<file path="config.mk">
export PLATFORM = sky130hd
export DESIGN_NAME = sbus_top
export DESIGN_NICKNAME = d
export VERILOG_FILES = /design/src/common/sbus_pkg.sv /design/src/rtl/sbus_top.sv /design/src/slave/slave_port.sv /design/src/slave/slave_out_port.sv /design/src/slave/slave_in_port.sv /design/src/slave/slave_mem.sv /design/src/master/sbus_resp_rx.sv /design/src/master/sbus_master.sv /design/src/rtl/sbus_deser.sv
export VERILOG_INCLUDE_DIRS = /design/src /design/src/common
export SDC_FILE = /design/constraint.sdc
export NUM_CORES = 2
export LEC_CHECK = 0
export ABC_AREA = 0
export BUFFER_PORTS_ARGS = -buffer_cell sky130_fd_sc_hd__buf_2
export CORE_MARGIN = 2
export CORE_UTILIZATION = 50
export CTS_CLUSTER_DIAMETER = 60
export DETAILED_ROUTE_END_ITERATION = 12
export GPL_TIMING_DRIVEN = 0
export PLACE_DENSITY = 0.61
export SLEW_MARGIN = 20
export SYNTH_ARGS = -nofsm -noshare
export SYNTH_HDL_FRONTEND = slang
export SYNTH_SLANG_ARGS = --single-unit
</file>
<file path="constraint.sdc">
create_clock -name clk -period 5.05 [get_ports clk]
set_clock_uncertainty 0.05 [all_clocks]
set_input_delay 1.01 -clock clk [delete_from_list [all_inputs] [get_ports clk]]
set_output_delay 1.01 -clock clk [all_outputs]
set_load 0.01 [all_outputs]
</file>
<file path="src/common/sbus_cfg.svh">
// bus geometry; slave numbers at or above SBUS_NUM_SLAVES get pslverr, offsets above SBUS_MEM_AW alias
`ifndef SBUS_CFG_SVH
`define SBUS_CFG_SVH

// serial payload widths
`define SBUS_ADDR_W 12
`define SBUS_DATA_W 8

// slave ports behind the master
`define SBUS_NUM_SLAVES 3
// slave number, top bits of the address
`define SBUS_SEL_W 2

// byte memory per slave, low address bits only
`define SBUS_MEM_AW 6

// split wait before slave_valid
`define SBUS_RD_LAT 2

`endif
</file>
<file path="src/common/sbus_pkg.sv">
// shared bus types; sized from sbus_cfg.svh, which has to be on the include path
`include "sbus_cfg.svh"

package sbus_pkg;

	// full bus address
	// slave number sits in the top SBUS_SEL_W bits
	typedef logic [`SBUS_ADDR_W-1:0] addr_t;

	// one data byte
	typedef logic [`SBUS_DATA_W-1:0] data_t;

	// slave number
	// value 3 has no slave behind it
	typedef logic [`SBUS_SEL_W-1:0] sel_t;

endpackage

</file>
<file path="src/rtl/sbus_top.sv">
// APB in, SBUS_NUM_SLAVES serial slave ports out; one transfer in flight at a time
`include "sbus_cfg.svh"

module sbus_top
(
	input  logic            clk,
	input  logic            rst_n,
	input  logic            psel,
	input  logic            penable,
	input  logic            pwrite,
	input  sbus_pkg::addr_t paddr,
	input  sbus_pkg::data_t pwdata,
	output sbus_pkg::data_t prdata,
	output logic            pready,
	output logic            pslverr
);

	// per-slave handshake lines
	logic [`SBUS_NUM_SLAVES-1:0] master_valid;
	logic [`SBUS_NUM_SLAVES-1:0] slave_ready;
	logic [`SBUS_NUM_SLAVES-1:0] slave_valid;
	logic [`SBUS_NUM_SLAVES-1:0] tx_data;

	// shared request lines
	logic read_en;
	logic write_en;
	logic rx_address;
	logic rx_data;
	logic master_ready;

	// collector handoff
	logic rd_wait;
	logic rd_done;
	sbus_pkg::data_t rd_data;

	sbus_master u_master (
		.clk, .rst_n,
		.psel, .penable, .pwrite, .paddr, .pwdata,
		.prdata, .pready, .pslverr,
		.master_valid, .read_en, .write_en, .rx_address, .rx_data,
		.slave_ready,
		.rd_done, .rd_data, .rd_wait
	);

	sbus_resp_rx u_resp_rx (
		.clk, .rst_n, .rd_wait,
		.slave_valid, .tx_data,
		.master_ready, .rd_done, .rd_data
	);

	for (genvar i = 0; i < `SBUS_NUM_SLAVES; i++)
	begin : g_slave
		slave_port u_slave (
			.clk, .rst_n,
			.master_valid(master_valid[i]),
			.read_en, .write_en, .master_ready, .rx_address, .rx_data,
			.slave_ready(slave_ready[i]),
			.slave_valid(slave_valid[i]),
			.tx_data(tx_data[i])
		);
	end

endmodule

</file>
<file path="src/slave/slave_port.sv">
// one slave port; reads wait SBUS_RD_LAT split cycles, only one request at a time
`include "sbus_cfg.svh"

module slave_port
(
	input  logic clk,
	input  logic rst_n,
	input  logic master_valid,
	input  logic read_en,
	input  logic write_en,
	input  logic master_ready,
	input  logic rx_address,
	input  logic rx_data,
	output logic slave_ready,
	output logic slave_valid,
	output logic tx_data
);

	typedef enum logic [1:0] {NORMAL, SPLIT, VALID} state_t;

	state_t state;
	logic [$clog2(`SBUS_RD_LAT+1)-1:0] lat_cnt;
	logic rd_req;
	logic wr_req;
	logic in_ready;
	logic out_ready;
	logic rx_done;
	logic tx_done;
	logic load;
	sbus_pkg::addr_t address;
	sbus_pkg::data_t data;
	sbus_pkg::data_t rdata;

	// idle only when both halves and the fsm are free
	assign slave_ready = in_ready & out_ready & (state == NORMAL);
	// grab the memory byte in the last split cycle
	assign load = (state == SPLIT) & (lat_cnt == (`SBUS_RD_LAT - 1));

	slave_in_port u_in (
		.clk, .rst_n, .master_valid, .rx_address, .rx_data,
		.slave_ready(in_ready), .rx_done, .address, .data
	);

	// offset bits above SBUS_MEM_AW are dropped
	slave_mem u_mem (
		.clk,
		.we(rx_done & wr_req),
		.addr(address[`SBUS_MEM_AW-1:0]),
		.wdata(data),
		.rdata
	);

	slave_out_port u_out (
		.clk, .rst_n, .load, .datain(rdata), .master_ready, .slave_valid,
		.tx_data, .slave_ready(out_ready), .slave_tx_done(tx_done)
	);

	// request type captured with the first bit
	always_ff @(posedge clk)
	begin
		if (!rst_n)
		begin
			rd_req <= 1'b0;
			wr_req <= 1'b0;
		end
		else if (master_valid & (read_en | write_en))
		begin
			rd_req <= read_en;
			wr_req <= write_en;
		end
		else if (rx_done)
		begin
			rd_req <= 1'b0;
			wr_req <= 1'b0;
		end
	end

	always_ff @(posedge clk)
	begin
		if (!rst_n)
		begin
			state <= NORMAL;
			lat_cnt <= '0;
			slave_valid <= 1'b0;
		end
		else
		begin
			case (state)
				NORMAL:
				begin
					if (rx_done & rd_req)
					begin
						lat_cnt <= '0;
						state <= SPLIT;
					end
				end
				SPLIT:
				begin
					// memory latency
					if (load)
					begin
						slave_valid <= 1'b1;
						state <= VALID;
					end
					else
						lat_cnt <= lat_cnt + 1'b1;
				end
				VALID:
				begin
					// drop after the eighth beat
					if (tx_done)
					begin
						slave_valid <= 1'b0;
						state <= NORMAL;
					end
				end
				default:
					state <= NORMAL;
			endcase
		end
	end

	// serializer holds a loaded byte for the whole valid window
	a_valid_with_byte: assert property (@(posedge clk) disable iff (!rst_n)
		slave_valid |-> !out_ready);

endmodule

</file>
<file path="src/slave/slave_out_port.sv">
// read byte serializer, LSB first; load must not arrive while a byte is still going out
`include "sbus_cfg.svh"

module slave_out_port
(
	input  logic            clk,
	input  logic            rst_n,
	input  logic            load,
	input  sbus_pkg::data_t datain,
	input  logic            master_ready,
	input  logic            slave_valid,
	output logic            tx_data,
	output logic            slave_ready,
	output logic            slave_tx_done
);

	sbus_pkg::data_t sr;
	logic [$clog2(`SBUS_DATA_W)-1:0] beat_cnt;
	logic busy;
	logic beat;

	// bit moves only on valid with ready, ready low just stalls
	assign beat = slave_valid & master_ready;
	assign tx_data = sr[0];
	// eighth beat
	assign slave_tx_done = beat & (beat_cnt == (`SBUS_DATA_W - 1));
	assign slave_ready = ~busy;

	always_ff @(posedge clk)
	begin
		if (load)
			sr <= datain;
		else if (beat)
			sr <= sr >> 1;
	end

	always_ff @(posedge clk)
	begin
		if (!rst_n)
		begin
			busy <= 1'b0;
			beat_cnt <= '0;
		end
		else if (load)
		begin
			busy <= 1'b1;
			beat_cnt <= '0;
		end
		else if (beat)
		begin
			beat_cnt <= beat_cnt + 1'b1;
			if (slave_tx_done)
				busy <= 1'b0;
		end
	end

endmodule

</file>
<file path="src/slave/slave_in_port.sv">
// serial request receiver; master_valid must stay high for exactly SBUS_ADDR_W cycles
`include "sbus_cfg.svh"

module slave_in_port
(
	input  logic            clk,
	input  logic            rst_n,
	input  logic            master_valid,
	input  logic            rx_address,
	input  logic            rx_data,
	output logic            slave_ready,
	output logic            rx_done,
	output sbus_pkg::addr_t address,
	output sbus_pkg::data_t data
);

	logic busy;
	logic data_en;
	logic [$clog2(`SBUS_ADDR_W)-1:0] bit_cnt;

	// data rides only the first SBUS_DATA_W beats
	assign data_en = master_valid & (bit_cnt < `SBUS_DATA_W);
	assign slave_ready = ~busy;

	always_ff @(posedge clk)
	begin
		if (!rst_n)
		begin
			busy <= 1'b0;
			bit_cnt <= '0;
		end
		else if (master_valid)
		begin
			busy <= 1'b1;
			if (bit_cnt == (`SBUS_ADDR_W - 1))
				bit_cnt <= '0;
			else
				bit_cnt <= bit_cnt + 1'b1;
		end
		else if (rx_done)
			busy <= 1'b0;
	end

	// address done marks the whole request done
	sbus_deser #(.T(sbus_pkg::addr_t)) u_addr (
		.clk, .rst_n, .shift_en(master_valid), .bit_in(rx_address),
		.word(address), .count_done(rx_done)
	);

	sbus_deser #(.T(sbus_pkg::data_t)) u_data (
		.clk, .rst_n, .shift_en(data_en), .bit_in(rx_data),
		.word(data), .count_done()
	);

endmodule

</file>
<file path="src/slave/slave_mem.sv">
// per-slave byte memory, contents undefined until written, one-cycle registered read
`include "sbus_cfg.svh"

module slave_mem
(
	input  logic                    clk,
	input  logic                    we,
	input  logic [`SBUS_MEM_AW-1:0] addr,
	input  sbus_pkg::data_t         wdata,
	output sbus_pkg::data_t         rdata
);

	sbus_pkg::data_t mem [0:(1 << `SBUS_MEM_AW)-1];

	// read is old data on a same-cycle write
	always_ff @(posedge clk)
	begin
		if (we)
			mem[addr] <= wdata;
		rdata <= mem[addr];
	end

endmodule

</file>
<file path="src/master/sbus_resp_rx.sv">
// read response collector; assumes only the addressed slave ever raises slave_valid
`include "sbus_cfg.svh"

module sbus_resp_rx
(
	input  logic                        clk,
	input  logic                        rst_n,
	input  logic                        rd_wait,
	input  logic [`SBUS_NUM_SLAVES-1:0] slave_valid,
	input  logic [`SBUS_NUM_SLAVES-1:0] tx_data,
	output logic                        master_ready,
	output logic                        rd_done,
	output sbus_pkg::data_t             rd_data
);

	logic tx_bit;
	logic any_valid;

	// mux in the line of whichever slave is talking
	always_comb
	begin
		tx_bit = 1'b0;
		for (int i = 0; i < `SBUS_NUM_SLAVES; i++)
			tx_bit = tx_bit | (slave_valid[i] & tx_data[i]);
	end

	assign any_valid = |slave_valid;
	// ready only while a read is pending
	assign master_ready = rd_wait;

	// one beat per valid and ready cycle
	sbus_deser #(.T(sbus_pkg::data_t)) u_deser (
		.clk,
		.rst_n,
		.shift_en(any_valid & master_ready),
		.bit_in(tx_bit),
		.word(rd_data),
		.count_done(rd_done)
	);

endmodule

</file>
<file path="src/master/sbus_master.sv">
// APB completer, no wait states in setup; slave numbers >= SBUS_NUM_SLAVES answered with pslverr
`include "sbus_cfg.svh"

module sbus_master
(
	input  logic                        clk,
	input  logic                        rst_n,
	input  logic                        psel,
	input  logic                        penable,
	input  logic                        pwrite,
	input  sbus_pkg::addr_t             paddr,
	input  sbus_pkg::data_t             pwdata,
	output sbus_pkg::data_t             prdata,
	output logic                        pready,
	output logic                        pslverr,
	output logic [`SBUS_NUM_SLAVES-1:0] master_valid,
	output logic                        read_en,
	output logic                        write_en,
	output logic                        rx_address,
	output logic                        rx_data,
	input  logic [`SBUS_NUM_SLAVES-1:0] slave_ready,
	input  logic                        rd_done,
	input  sbus_pkg::data_t             rd_data,
	output logic                        rd_wait
);

	typedef enum logic [1:0] {IDLE, SEND, RD_WAIT} state_t;

	state_t state;
	sbus_pkg::sel_t sel;
	sbus_pkg::addr_t addr_sr;
	sbus_pkg::data_t data_sr;
	logic [$clog2(`SBUS_ADDR_W)-1:0] bit_cnt;
	logic access;
	logic wr_q;

	// slave number from the top address bits
	assign sel = paddr[`SBUS_ADDR_W-1 -: `SBUS_SEL_W];
	// access phase, not yet answered
	assign access = psel & penable & ~pready;
	// LSB of each shifter is the bit on the line
	assign rx_address = addr_sr[0];
	assign rx_data = data_sr[0];

	always_ff @(posedge clk)
	begin
		// track the APB bus while idle, shift while sending
		if (state == IDLE)
		begin
			addr_sr <= paddr;
			data_sr <= pwdata;
		end
		else if (state == SEND)
		begin
			addr_sr <= addr_sr >> 1;
			data_sr <= data_sr >> 1;
		end
		if (rd_done)
			prdata <= rd_data;
	end

	always_ff @(posedge clk)
	begin
		if (!rst_n)
		begin
			state <= IDLE;
			master_valid <= '0;
			read_en <= 1'b0;
			write_en <= 1'b0;
			pready <= 1'b0;
			pslverr <= 1'b0;
			rd_wait <= 1'b0;
			bit_cnt <= '0;
			wr_q <= 1'b0;
		end
		else
		begin
			// strobes last one cycle
			pready <= 1'b0;
			pslverr <= 1'b0;
			read_en <= 1'b0;
			write_en <= 1'b0;
			case (state)
				IDLE:
				begin
					if (access && sel >= `SBUS_NUM_SLAVES)
					begin
						// nobody there, fail at once
						pready <= 1'b1;
						pslverr <= 1'b1;
					end
					else if (access && slave_ready[sel])
					begin
						for (int i = 0; i < `SBUS_NUM_SLAVES; i++)
							master_valid[i] <= (sel == i);
						read_en <= ~pwrite;
						write_en <= pwrite;
						wr_q <= pwrite;
						bit_cnt <= '0;
						state <= SEND;
					end
				end
				SEND:
				begin
					bit_cnt <= bit_cnt + 1'b1;
					if (bit_cnt == (`SBUS_ADDR_W - 1))
					begin
						master_valid <= '0;
						if (wr_q)
						begin
							pready <= 1'b1;
							state <= IDLE;
						end
						else
						begin
							rd_wait <= 1'b1;
							state <= RD_WAIT;
						end
					end
				end
				RD_WAIT:
				begin
					// byte is in, answer next cycle
					if (rd_done)
					begin
						rd_wait <= 1'b0;
						pready <= 1'b1;
						state <= IDLE;
					end
				end
				default:
					state <= IDLE;
			endcase
		end
	end

	// at most one slave addressed
	a_valid_onehot: assert property (@(posedge clk) disable iff (!rst_n)
		$onehot0(master_valid));

endmodule

</file>
<file path="src/rtl/sbus_deser.sv">
// LSB-first shifter for any packed payload; the producer must not shift while count_done is high
`include "sbus_cfg.svh"

module sbus_deser #(
	parameter type T = sbus_pkg::data_t
)
(
	input  logic clk,
	input  logic rst_n,
	input  logic shift_en,
	input  logic bit_in,
	output T     word,
	output logic count_done
);

	localparam int W = $bits(T);

	logic [W-1:0] sr;
	logic [$clog2(W)-1:0] cnt;

	assign word = T'(sr);

	// first bit ends up in bit 0
	always_ff @(posedge clk)
	begin
		if (shift_en)
			sr <= {bit_in, sr[W-1:1]};
	end

	always_ff @(posedge clk)
	begin
		if (!rst_n)
		begin
			cnt <= '0;
			count_done <= 1'b0;
		end
		else
		begin
			// one-cycle flag after the last bit
			count_done <= shift_en & (cnt == W - 1);
			if (shift_en)
			begin
				if (cnt == W - 1)
					cnt <= '0;
				else
					cnt <= cnt + 1'b1;
			end
		end
	end

	// word is complete, sender has to pause for a cycle
	a_no_shift_on_done: assert property (@(posedge clk) disable iff (!rst_n)
		count_done |-> !shift_en);

endmodule

</file>
==> flow_summary.toml <==
[floorplanning]
ioPinCount = 35
coreArea_mm2 = 0.1356
die_x_um = 373.8
die_y_um = 373.8
row_count = 135
start_util_pct = 50.40
die_area_mm2 = 0.1397

[timing]
relSlewSlack_pct = 14.81
setup_viol = 78
finalCriticalPeriod_ns = 5.194
rsz0062_at_grt = "yes"
fin_tns_setup_ns = -3.206
fmax_mhz = 192.5
tightestPinTransition_ns = 1.278
holdWs_ns = 0.3587
hold_viol = 0
setup_slack_ns = -0.1444
slew_viol_final = 0
fin_crit_sh_pct = 102.9

[routing]
drc_errors = 0
drtAntennaViolNets = 0
wl_per_cell_um = 34.31
drt_iter0_drc = 6185
routed_wl_um = 210900
vias = 40370
first_pass_iters = 6
viasPerCell = 6.568

[worst_setup_path]
crit_path_start_kind = "flop"
path_class = "flop to flop"
max_stage_delay_ns = 1.11
worst_path_most_repeated_cell = "buf_2"
crit_required_ns = 5.41
critPathMaxFanout = 10
path_cells = "buf_2, buf_2, buf_2, buf_2, clkbuf_1, nand4_1, nor2_1"
path_buf_inv = 5
crit_slowest_cell = "nor2_1"
critPathTopFamily = "buffers and inverters"
crit_arrival_ns = 5.56
cp-end-kind = "flop"

[cells_and_area]
layout-drive-gt1-share_pct = 18.28
final_util_pct = 57.17
syn_to_final_growth_pct = 13.44
fin_nets = 4265

[synth]
synthArstFlopShare_pct = 0
synth.top_cell.area_share_pct = 72.74
ys_seq_area_share_pct = 75.85
synth_fp_nets = 3982
synth_ff_type = "edfxtp_1"
yosys-top-cells-count = "edfxtp_1 (1656), nor2_1 (335), mux2i_1 (201)"
synth.largest_area_cell = "edfxtp_1"
synth-seq-cells = 1762
synth_area_mm2 = 0.06836
avgSynthCellArea_um2 = 17.38
yosysMostFrequentCell = "edfxtp_1"
synth_cells = 3934
ys_warn_count = 0
synth_area_leaders = "edfxtp_1 (73%), mux4_2 (4.4%), dfxtp_1 (3.1%), mux2i_1 (2.9%), mux2_2 (2.7%)"
synth_edf_count = 1656
synth_cell_type_count = 70

[cts]
clkTransAtPathRegs_ns = 0.06
cts_tree = "done"
cts.sinks = 1762
cts_buffer_depth = 3
htreeDepth = 4
cts_root_buffer = "clkbuf_16"
cts_buffers = 178
clk_latency_ns = 0.82
post_cts_resized = 0
post_cts_buffers = 0
cts_hold_buf = 0

[power_and_ir_drop]
p_per_area_mw_per_mm2 = 377.9
vdd_ir_drop_max_mv = 0.3288
power.leakage_nw = 25.10

[worst_hold_path]
hold_path.class = "input pin to flop"

[global_routing]
grt_max_degree = 27
antenna_found_initial = 10
grt_pass1_wl_um = 293900
globalRouteTotalUtil_pct = 29.94
grt_pass1_vias = 38740
grt.overflow.total = 0

[outcome]
violations = "negative setup slack"
status = "finished, violations left"

[flow_run]
maxCapViolCount = 0

[place]
gp_congestion = 0.9620
dpl.hpwl_um = 138100
port_buffers = 34
[routing by layer]
layer / part of all wire [%] / track usage, % / up-vias
met1: 39 / 41.69 / 20670
met4: 4.4 / 12.08 / 6
met3: 12 / 7.866 / 539
li1: - / - / 16410
met5: 0.018 / 0 / -
met2: 45 / 45.17 / 2748
[state kept, by name, summed over array words and instances (netlist names), 4 cells and up]
register,cells
g_slave.u_slave.u_out.beat_cnt,9
g_slave.u_slave.u_mem.rdata,24
u_master.prdata,8
g_slave.u_slave.u_in.u_addr.cnt,12
g_slave.u_slave.u_mem.mem,1536
u_master.data_sr,8
u_resp_rx.u_deser.word,8
g_slave.u_slave.u_in.bit_cnt,12
g_slave.u_slave.u_in.u_addr.word,36
g_slave.u_slave.u_out.sr,24
g_slave.u_slave.lat_cnt,6
u_master.bit_cnt,4
g_slave.u_slave.u_in.u_data.word,24
g_slave.u_slave.state,6
u_master.addr_sr,12
[placed cells by master, fill, tap and decap left out, drive strengths merged, types with 70 or more instances in the layout]
cell type	n
mux2	165
a22oi	126
nand2	136
a21oi	138
dfxtp	106
mux4	135
edfxtp	1656
clkinv	70
o21ai	81
buf	240
a221oi	120
mux2i	201
nor2	337
clkbuf	339
[where the power goes]
group | internal (mW) | switching (mW) | leakage [nW]
sequential | 15.8 | 0.0455 | 15.8
clock | 7.17 | 5.68 | 2.74
combinational | 0.185 | 0.392 | 6.59
total | 23.2 | 6.12 | 25.1
[path summary, 6_finish.rpt]
path | start | endpoint | slack [ns] | cells past startpoint
setup / recovery | g_slave[1].u_slave.u_in.u_addr.word[2] | g_slave[1].u_slave.u_mem.mem[52][0] | -0.14 | 7
hold / removal | pwrite | u_master.read_en | 0.36 | 2
setup reg to reg | g_slave[1].u_slave.u_in.u_addr.word[2] | g_slave[1].u_slave.u_mem.mem[52][0] | -0.14 | 7
hold reg to reg | g_slave[0].u_slave.u_in.u_addr.word[7] | g_slave[0].u_slave.u_in.u_addr.word[6] | 0.36 | 0
[metrics by stage]
step	power [mW]	instances	worst slack [ns]	instance area, µm²
6_report	29.31	6147	-0.1444	77550
5_1_grt	29.94	6146	-0.05897	77550
4_1_cts	29.36	6146	0.02813	77540
3_5_place_dp	16.75	5818	0.06222	71890
3_3_place_gp	16.72	5749	0.1040	70760
2_1_floorplan	16.47	3934	2.518	68360
[area by class of cell]
type / instances / area, µm²
Inverter: 29 / 108.9
Clock buffer: 237 / 4830
Antenna cell: 1 / 2.502
Tap cell: 1781 / 2228
Buffer: 239 / 1191
Fill cell: 10410 / 58090
Multi-Input combinational cell: 1904 / 15230
Clock inverter: 91 / 812.0
Timing Repair Buffer: 103 / 1295
Sequential cell: 1762 / 51850
[logic make-up (layout without fill, tap and decap cells)]
| logic type | Yosys count | in the layout | synth area share, % |
|---|---|---|---|
| other cells | 0 | 1 | 0 |
| flops | 1762 | 1762 | 75.85 |
| xor+xnor | 3 | 3 | 0.03844 |
| buf+inv | 268 | 699 | 1.891 |
| simple gates | 694 | 694 | 4.632 |
| fa+ha+maj | 23 | 23 | 0.4210 |
| mux | 501 | 501 | 10.11 |
| compound gates | 683 | 683 | 7.056 |
Note: power is estimated with default switching activity, not from simulation.
